**src/trace_settings.svh**
```systemverilog
`ifndef TRACE_SETTINGS_SVH
`define TRACE_SETTINGS_SVH

// ---------------------------------------------------------------------------
// Trace record widths
// ---------------------------------------------------------------------------
`define TRACE_PC_WIDTH   64
`define TRACE_WORD_WIDTH 32
`define TRACE_META_WIDTH 4

// Number of application cores feeding the snooper
`define TRACE_NUM_CORES  2

// ---------------------------------------------------------------------------
// Record queue
// ---------------------------------------------------------------------------
`define TRACE_FIFO_DEPTH 8
// Fill level that raises the interrupt
`define TRACE_WATERMARK  6

`endif

```
**src/cfi_trace_pkg.sv**
```systemverilog
`default_nettype none

`include "trace_settings.svh"

package cfi_trace_pkg;

  // RISC-V privilege encoding without the hypervisor level
  typedef enum logic [1:0] {
    PRIV_LVL_U = 2'b00,
    PRIV_LVL_S = 2'b01,
    PRIV_LVL_M = 2'b11
  } priv_lvl_t;

  // ---------------------------------------------------------------------------
  // Raw record as emitted by one core
  // ---------------------------------------------------------------------------
  typedef struct packed {
    logic [`TRACE_PC_WIDTH-1:0]   pc_src;
    logic [`TRACE_PC_WIDTH-1:0]   pc_dst;
    logic [`TRACE_META_WIDTH-1:0] metadata;
    priv_lvl_t                    priv_lvl;
    logic [`TRACE_WORD_WIDTH-1:0] instr;
  } core_trace_t;

  // ---------------------------------------------------------------------------
  // Record in snooper word layout
  // ---------------------------------------------------------------------------
  typedef struct packed {
    priv_lvl_t                    priv_lvl;
    logic [`TRACE_WORD_WIDTH-1:0] pc_src_h;
    logic [`TRACE_WORD_WIDTH-1:0] pc_src_l;
    logic [`TRACE_WORD_WIDTH-1:0] pc_dst_h;
    logic [`TRACE_WORD_WIDTH-1:0] pc_dst_l;
    logic [`TRACE_WORD_WIDTH-1:0] metadata;
    logic [`TRACE_WORD_WIDTH-1:0] opcode;
  } trace_rec_t;

  // Queue fill level from 0 up to full depth
  typedef logic [$clog2(`TRACE_FIFO_DEPTH+1)-1:0] fill_t;

endpackage

`default_nettype wire

```
**src/trace_select_stage.sv**
```systemverilog
`timescale 1ns/1ps
`default_nettype none

`include "trace_settings.svh"

module trace_select_stage (
  input  wire logic                       clk_i,
  input  wire logic                       ndmreset_n,
  input  wire cfi_trace_pkg::core_trace_t core0_trace_i,
  input  wire cfi_trace_pkg::core_trace_t core1_trace_i,
  input  wire logic                       core0_valid_i,
  input  wire logic                       core1_valid_i,
  input  wire logic                       core_select_i,
  output logic                            sel_valid_o,
  output cfi_trace_pkg::core_trace_t      sel_trace_o
);

  cfi_trace_pkg::core_trace_t  core_trace [`TRACE_NUM_CORES];
  logic [`TRACE_NUM_CORES-1:0] core_valid;
  logic                        watched_valid;
  cfi_trace_pkg::core_trace_t  watched_trace;

  logic                        sel_valid_q;
  cfi_trace_pkg::core_trace_t  sel_trace_q;

  // ---------------------------------------------------------------------------
  // Core mux
  // ---------------------------------------------------------------------------
  assign core_trace[0] = core0_trace_i;
  assign core_trace[1] = core1_trace_i;
  assign core_valid    = {core1_valid_i, core0_valid_i};

  // Unwatched core is simply ignored
  assign watched_valid = core_valid[core_select_i];
  assign watched_trace = core_trace[core_select_i];

  // ---------------------------------------------------------------------------
  // Stage register
  // ---------------------------------------------------------------------------
  always_ff @(posedge clk_i or negedge ndmreset_n) begin
    if (!ndmreset_n) begin
      sel_valid_q <= 1'b0;
    end else begin
      sel_valid_q <= watched_valid;
    end
  end

  always_ff @(posedge clk_i) begin
    if (watched_valid) begin
      sel_trace_q <= watched_trace;
    end
  end

  assign sel_valid_o = sel_valid_q;
  assign sel_trace_o = sel_trace_q;

endmodule

`default_nettype wire

```
**src/trace_format_stage.sv**
```systemverilog
`timescale 1ns/1ps
`default_nettype none

`include "trace_settings.svh"

module trace_format_stage (
  input  wire logic                       clk_i,
  input  wire logic                       ndmreset_n,
  input  wire logic                       sel_valid_i,
  input  wire cfi_trace_pkg::core_trace_t sel_trace_i,
  output logic                            fmt_valid_o,
  output cfi_trace_pkg::trace_rec_t       fmt_rec_o
);

  localparam int unsigned PcW   = `TRACE_PC_WIDTH;
  localparam int unsigned WordW = `TRACE_WORD_WIDTH;
  localparam int unsigned MetaW = `TRACE_META_WIDTH;

  cfi_trace_pkg::trace_rec_t fmt_rec_d;
  cfi_trace_pkg::trace_rec_t fmt_rec_q;
  logic                      fmt_valid_q;

  // Upper word with the top bit cleared for the snooper
  function automatic logic [WordW-1:0] pc_high(input logic [PcW-1:0] pc);
    return {1'b0, pc[PcW-2:WordW]};
  endfunction

  // Lower word with the meaningless bit 0 cleared
  function automatic logic [WordW-1:0] pc_low(input logic [PcW-1:0] pc);
    return {pc[WordW-1:1], 1'b0};
  endfunction

  // ---------------------------------------------------------------------------
  // Snooper word layout
  // ---------------------------------------------------------------------------
  always_comb begin
    fmt_rec_d.priv_lvl = sel_trace_i.priv_lvl;
    fmt_rec_d.pc_src_h = pc_high(sel_trace_i.pc_src);
    fmt_rec_d.pc_src_l = pc_low(sel_trace_i.pc_src);
    fmt_rec_d.pc_dst_h = pc_high(sel_trace_i.pc_dst);
    fmt_rec_d.pc_dst_l = pc_low(sel_trace_i.pc_dst);
    fmt_rec_d.metadata = {{(WordW-MetaW){1'b0}}, sel_trace_i.metadata};
    fmt_rec_d.opcode   = sel_trace_i.instr;
  end

  // ---------------------------------------------------------------------------
  // Stage register
  // ---------------------------------------------------------------------------
  always_ff @(posedge clk_i or negedge ndmreset_n) begin
    if (!ndmreset_n) begin
      fmt_valid_q <= 1'b0;
    end else begin
      fmt_valid_q <= sel_valid_i;
    end
  end

  // Payload holds between records
  always_ff @(posedge clk_i) begin
    if (sel_valid_i) begin
      fmt_rec_q <= fmt_rec_d;
    end
  end

  assign fmt_valid_o = fmt_valid_q;
  assign fmt_rec_o   = fmt_rec_q;

endmodule

`default_nettype wire

```
**src/trace_fifo.sv**
```systemverilog
`timescale 1ns/1ps
`default_nettype none

`include "trace_settings.svh"

module trace_fifo (
  input  wire logic                      clk_i,
  input  wire logic                      ndmreset_n,
  input  wire logic                      wr_valid_i,
  input  wire cfi_trace_pkg::trace_rec_t wr_rec_i,
  input  wire logic                      pop_i,
  output cfi_trace_pkg::trace_rec_t      rec_o,
  output logic                           rec_valid_o,
  output cfi_trace_pkg::fill_t           fill_o,
  output logic                           watermark_irq_o,
  output logic                           overflow_o
);

  localparam int unsigned Depth = `TRACE_FIFO_DEPTH;
  localparam int unsigned PtrW  = (Depth > 1) ? $clog2(Depth) : 1;

  localparam cfi_trace_pkg::fill_t DepthFill = cfi_trace_pkg::fill_t'(Depth);
  localparam cfi_trace_pkg::fill_t Watermark = cfi_trace_pkg::fill_t'(`TRACE_WATERMARK);
  localparam logic [PtrW-1:0]      LastPtr   = PtrW'(Depth - 1);

  cfi_trace_pkg::trace_rec_t mem_q [Depth];

  logic [PtrW-1:0]      wr_ptr_q;
  logic [PtrW-1:0]      rd_ptr_q;
  cfi_trace_pkg::fill_t count_q;
  cfi_trace_pkg::fill_t count_d;

  logic empty;
  logic full;
  logic do_pop;
  logic do_push;
  logic drop;

  logic watermark_q;
  logic overflow_q;

  // Wrap explicitly so any depth works
  function automatic logic [PtrW-1:0] next_ptr(input logic [PtrW-1:0] ptr);
    return (ptr == LastPtr) ? '0 : ptr + 1'b1;
  endfunction

  // ---------------------------------------------------------------------------
  // Push / pop decisions
  // ---------------------------------------------------------------------------
  assign empty   = (count_q == '0);
  assign full    = (count_q == DepthFill);

  // Pop on empty is a no-op
  assign do_pop  = pop_i && !empty;
  // A pop in the same cycle frees the slot
  assign do_push = wr_valid_i && (!full || do_pop);
  assign drop    = wr_valid_i && !do_push;

  always_comb begin
    case ({do_push, do_pop})
      2'b10:   count_d = count_q + 1'b1;
      2'b01:   count_d = count_q - 1'b1;
      default: count_d = count_q;
    endcase
  end

  // ---------------------------------------------------------------------------
  // Pointers, count and flags
  // ---------------------------------------------------------------------------
  always_ff @(posedge clk_i or negedge ndmreset_n) begin
    if (!ndmreset_n) begin
      wr_ptr_q    <= '0;
      rd_ptr_q    <= '0;
      count_q     <= '0;
      watermark_q <= 1'b0;
      overflow_q  <= 1'b0;
    end else begin
      if (do_push) begin
        wr_ptr_q <= next_ptr(wr_ptr_q);
      end
      if (do_pop) begin
        rd_ptr_q <= next_ptr(rd_ptr_q);
      end
      count_q     <= count_d;
      // level follows the fill count one cycle behind
      watermark_q <= (count_q >= Watermark);
      // Sticky until reset
      overflow_q  <= overflow_q | drop;
    end
  end

  // ---------------------------------------------------------------------------
  // Storage
  // ---------------------------------------------------------------------------
  always_ff @(posedge clk_i) begin
    if (do_push) begin
      mem_q[wr_ptr_q] <= wr_rec_i;
    end
  end

  // First-word fall-through head
  assign rec_o           = mem_q[rd_ptr_q];
  assign rec_valid_o     = !empty;
  assign fill_o          = count_q;
  assign watermark_irq_o = watermark_q;
  assign overflow_o      = overflow_q;

endmodule

`default_nettype wire

```
**src/cfi_trace_top.sv**
```systemverilog
`timescale 1ns/1ps
`default_nettype none

module cfi_trace_top (
  input  wire logic                       clk_i,
  input  wire logic                       ndmreset_n,
  input  wire cfi_trace_pkg::core_trace_t core0_trace_i,
  input  wire cfi_trace_pkg::core_trace_t core1_trace_i,
  input  wire logic                       core0_valid_i,
  input  wire logic                       core1_valid_i,
  input  wire logic                       core_select_i,
  input  wire logic                       pop_i,
  output cfi_trace_pkg::trace_rec_t       rec_o,
  output logic                            rec_valid_o,
  output cfi_trace_pkg::fill_t            fill_o,
  output logic                            watermark_irq_o,
  output logic                            overflow_o
);

  logic                       sel_valid;
  cfi_trace_pkg::core_trace_t sel_trace;
  logic                       fmt_valid;
  cfi_trace_pkg::trace_rec_t  fmt_rec;

  // ---------------------------------------------------------------------------
  // Stage 1 picks the watched core
  // ---------------------------------------------------------------------------
  trace_select_stage u_select (
    .clk_i         ( clk_i         ),
    .ndmreset_n    ( ndmreset_n    ),
    .core0_trace_i ( core0_trace_i ),
    .core1_trace_i ( core1_trace_i ),
    .core0_valid_i ( core0_valid_i ),
    .core1_valid_i ( core1_valid_i ),
    .core_select_i ( core_select_i ),
    .sel_valid_o   ( sel_valid     ),
    .sel_trace_o   ( sel_trace     )
  );

  // ---------------------------------------------------------------------------
  // Stage 2 packs the snooper word layout
  // ---------------------------------------------------------------------------
  trace_format_stage u_format (
    .clk_i       ( clk_i      ),
    .ndmreset_n  ( ndmreset_n ),
    .sel_valid_i ( sel_valid  ),
    .sel_trace_i ( sel_trace  ),
    .fmt_valid_o ( fmt_valid  ),
    .fmt_rec_o   ( fmt_rec    )
  );

  // ---------------------------------------------------------------------------
  // Stage 3 queues the records
  // ---------------------------------------------------------------------------
  trace_fifo u_fifo (
    .clk_i           ( clk_i           ),
    .ndmreset_n      ( ndmreset_n      ),
    .wr_valid_i      ( fmt_valid       ),
    .wr_rec_i        ( fmt_rec         ),
    .pop_i           ( pop_i           ),
    .rec_o           ( rec_o           ),
    .rec_valid_o     ( rec_valid_o     ),
    .fill_o          ( fill_o          ),
    .watermark_irq_o ( watermark_irq_o ),
    .overflow_o      ( overflow_o      )
  );

endmodule

`default_nettype wire

```
**config.mk**
```make
export PLATFORM = sky130hd
export DESIGN_NAME = cfi_trace_top
export DESIGN_NICKNAME = d
export VERILOG_FILES = /design/src/cfi_trace_pkg.sv /design/src/trace_select_stage.sv /design/src/trace_format_stage.sv /design/src/trace_fifo.sv /design/src/cfi_trace_top.sv
export VERILOG_INCLUDE_DIRS = /design/src
export SDC_FILE = /design/constraint.sdc
export NUM_CORES = 2
export LEC_CHECK = 0
export ABC_AREA = 1
export BUFFER_PORTS_ARGS = -buffer_cell sky130_fd_sc_hd__buf_4
export CORE_MARGIN = 4
export CORE_UTILIZATION = 54
export DETAILED_ROUTE_END_ITERATION = 6
export GPL_TIMING_DRIVEN = 0
export PLACE_DENSITY = 0.88
export SLEW_MARGIN = 40
export SYNTH_ARGS = -nofsm -noshare
export SYNTH_HDL_FRONTEND = slang
export SYNTH_SLANG_ARGS = --single-unit
```
**constraint.sdc**
```tcl
create_clock -name clk_i -period 12.3 [get_ports clk_i]
set_clock_uncertainty 0.1 [all_clocks]
set_input_delay 0.615 -clock clk_i [delete_from_list [all_inputs] [get_ports clk_i]]
set_output_delay 0.615 -clock clk_i [all_outputs]
set_load 0.005 [all_outputs]
```
==> results.toml <==
[power_and_ir_drop]
combinationalPowerShare = 0.342
power_frac_seq = 0.399
p_int_uw = 11890
vdd_ir_drop_max_mv = 0.1514
p_leak_uw = 0.03061
p_sw_frac = 0.3656
power.switching_uw = 6849
cellPowerDensity_mw_per_mm2 = 236.9
clkPwrFrac = 0.259

[clocking]
root_buffer = "clkbuf_16"
clkLatencyLatePin_ns = 0.79
path_clk_slew_ns = 0.07
cts_max_level = 4
postCtsSetupBuffers = 0
cts.sinks = 1634
cts_tree = "yes"
cts_resized = 0
max-clock-path-buffers = 3
numCtsBuffers = 158

[floorplanning]
io-pin-count = 539
rows = 126
die_area_mm2 = 0.1243
core_mm2 = 0.1179
start_util = 0.5435
die-height_um = 352.5
die_x_um = 352.5

[place]
postPlaceCellArea_mm2 = 0.07171
place_congestion = 0.8280
dp_worst_setup_slack_ns = 7.934
hpwlAfterDp_um = 117400
io_buffer_count = 497

[worst_setup_path]
cp-start-kind = "flip-flop"
r2r_start = "u_fifo.fill_o[0]"
path_class = "flip-flop to flip-flop"
crit_fanout = 10
critPathCaptureType = "flip-flop"
critPathArrivalTime_ns = 4.77
crit_path_start = "u_fifo.fill_o[0]"
required_ns = 12.65

[sta]
hold_viol = 0
layout_min_cycle_time_ns = 4.422
relSlewSlack = 0.4942
slew_viol_final = 0
rsz0062_at_grt = "no"
setup_violations = 0
max_freq_ghz = 0.2261
fin_ws_ns = 7.878
tightest_slew_ns = 0.7587
period_share = 0.3595
holdWs_ns = 0.03043

[yosys]
syn_area_mm2 = 0.06409
synth-main-ff-cell = "edfxtp_1"
ys_ff_latch = 1634
synth_edf_count = 1620
synth-simple-area-share = 0.1262
yosys-mux-area-fraction = 0.02864
ys_types = 28
synth_top_family_by_area = "simple AND/OR/NAND/NOR gates"
synth-compound-area-share = 0.05142
synth_warnings = 0
yosys.area_share.xor_xnor = 0.0005467
synth-async-reset-ratio = 0.008568
yosysSeqAreaShare = 0.7645
yosys.area_share.adder = 0.001679
synthCells = 4934
syn_area_per_cell_um2 = 12.99

[finish]
layout-drive-gt1-share = 0.2140
regArea_mm2 = 0.04900
synthToLayoutAreaGrowth_pct = 23.42
fillers = 7301
final_common_cell = "nand2_1"
nNetsFinal = 6443
fin_area_mm2 = 0.07910
mostFrequentLayoutCells = "1809 x nand2_1, 1620 x edfxtp_1, 704 x buf_4"
multiInputGateArea_mm2 = 0.01354

[status]
violations = "design-rule violations"
outcome = "complete, but fails checks"

[drt]
post_drt_via_cell_ratio = 5.895
ant_nets = 0
vias = 45730
drtIter0Drc = 6790
drt_first_pass_iters = 7
route.detailed.drc = 1
avgRoutedWirePerCell_um = 24.19
wl_um = 187600

[min_path]
hp-class = "primary input to flip-flop"
min_from = "core0_trace_i[49]"

[global_routing]
gr-total-overflow = 0
grt_max_degree = 65
antenna_found_initial = 9
grt_pass1_wl_um = 275800
grt_pass1_vias = 45500
grt_use_total = 0.2945

[job]
maxCapViolCount = 0
-- cells by family (layout without fill, tap and decap cells) --
kind of cell / Yosys count / count (layout)
flops: 1634 / 1634
mux: 163 / 163
fa+ha+maj: 8 / 8
simple gates: 2150 / 2150
compound gates: 658 / 658
other cells: 1 / 33
buf+inv: 316 / 1571
xor+xnor: 4 / 4
-- worst max-delay path, cell delays in order, from the launching register on --
cell     delay [ns]
dfrtp_1        0.46
nor2_1         0.09
nand3_1        0.12
nand2_1        0.14
buf_2          0.25
nor3_2         0.43
buf_4          0.27
buf_4          0.20
buf_4          0.23
buf_4          0.20
buf_4          0.19
buf_4          0.20
buf_4          0.20
buf_2          0.26
buf_4          0.21
buf_2          0.23
buf_2          0.26
-- repair_timing --
action	4_1_cts	5_1_grt
endpoints found under the setup margin	0	0
endpoints found under the hold margin	132	0
hold buffers	224	0
-- metrics by stage --
| stage | total power (uW) | setup TNS [ns] | std cells | utilization |
|---|---|---|---|---|
| floorplan | 10750 | -815.91 | 4965 | - |
| global placement | 13610 | - | 6998 | 0.5924 |
| detailed placement | 13590 | 0 | 7249 | 0.6081 |
| CTS | 18530 | 0 | 7756 | 0.6707 |
| global route | 19440 | 0 | 7756 | 0.6707 |
| finish | 18730 | 0 | 7757 | 0.6708 |
-- cell type report --
class / instances / share of cell area
sequential: 1634 / 0.6195
buffer: 300 / 0.02104
multi-input combinational: 3015 / 0.1712
timing repair buffer: 972 / 0.09807
inverter: 16 / 0.0008542
antenna: 1 / 0.00003164
clock inverter: 86 / 0.01321
clock buffer: 197 / 0.05184
tap: 1536 / 0.02430
-- final timing paths --
path                                            end  slack, ns  cells past startpoint
min reg2reg                 u_format.fmt_rec_o[184]       0.31                      0
min                        u_select.sel_trace_o[49]       0.03                      2
max                             u_fifo.mem_q[0][79]       7.88                     16
max in group asynchronous      u_select.sel_valid_o      11.75                      2
max reg2reg                     u_fifo.mem_q[0][79]       7.88                     16
min in group asynchronous          u_fifo.fill_o[0]       0.15                      2
-- sequential cells by signal, summed over array words and instances, names as in the netlist --
signal / count
u_fifo.watermark_irq_o: 1
u_fifo.mem_q: 1296
u_select.sel_valid_o: 1
u_fifo.rd_ptr_q: 3
u_format.fmt_rec_o: 162
u_select.sel_trace_o: 162
u_format.fmt_valid_o: 1
u_fifo.wr_ptr_q: 3
u_fifo.overflow_o: 1
u_fifo.fill_o: 4
-- cells in the mapped netlist (2+ instances only) --
cell      count  area, um2
nand2_1    1809       6790
edfxtp_1   1620      48650
o21ai_0     369       1847
nor2_1      327       1227
o21ai_1     287       1436
mux2_2      163       1836
buf_2       105      525.5
clkbuf_1     89      334.1
buf_4        66      495.5
buf_1        22      82.58
buf_6        15      168.9
dfrtp_1      14      350.3
inv_1        13      48.80
nor3_1        8      40.04
ha_1          7      87.58
nand3_1       5      25.02
buf_8         2      30.03
xnor2_1       2      17.52
xor2_1        2      17.52
-- power by group through the flow --
stage	registers, uW	clock network, uW	logic [uW]
2_1_floorplan	7690	0	3060
3_3_place_gp	8020	0	5590
3_5_place_dp	7550	0	6040
4_1_cts	7450	4840	6250
5_1_grt	7520	5110	6810
6_report	7480	4850	6410
-- layer usage --
| layer | vias up | GRT usage | wire, um |
|---|---|---|---|
| met5 | - | 0 | 75 |
| met4 | 7 | 0.1552 | 11220 |
| met3 | 749 | 0.07106 | 23590 |
| met2 | 3880 | 0.4926 | 91450 |
| met1 | 21630 | 0.3568 | 61300 |
| li1 | 19460 | - | - |
No activity file was read; power rests on OpenSTA's default activity.
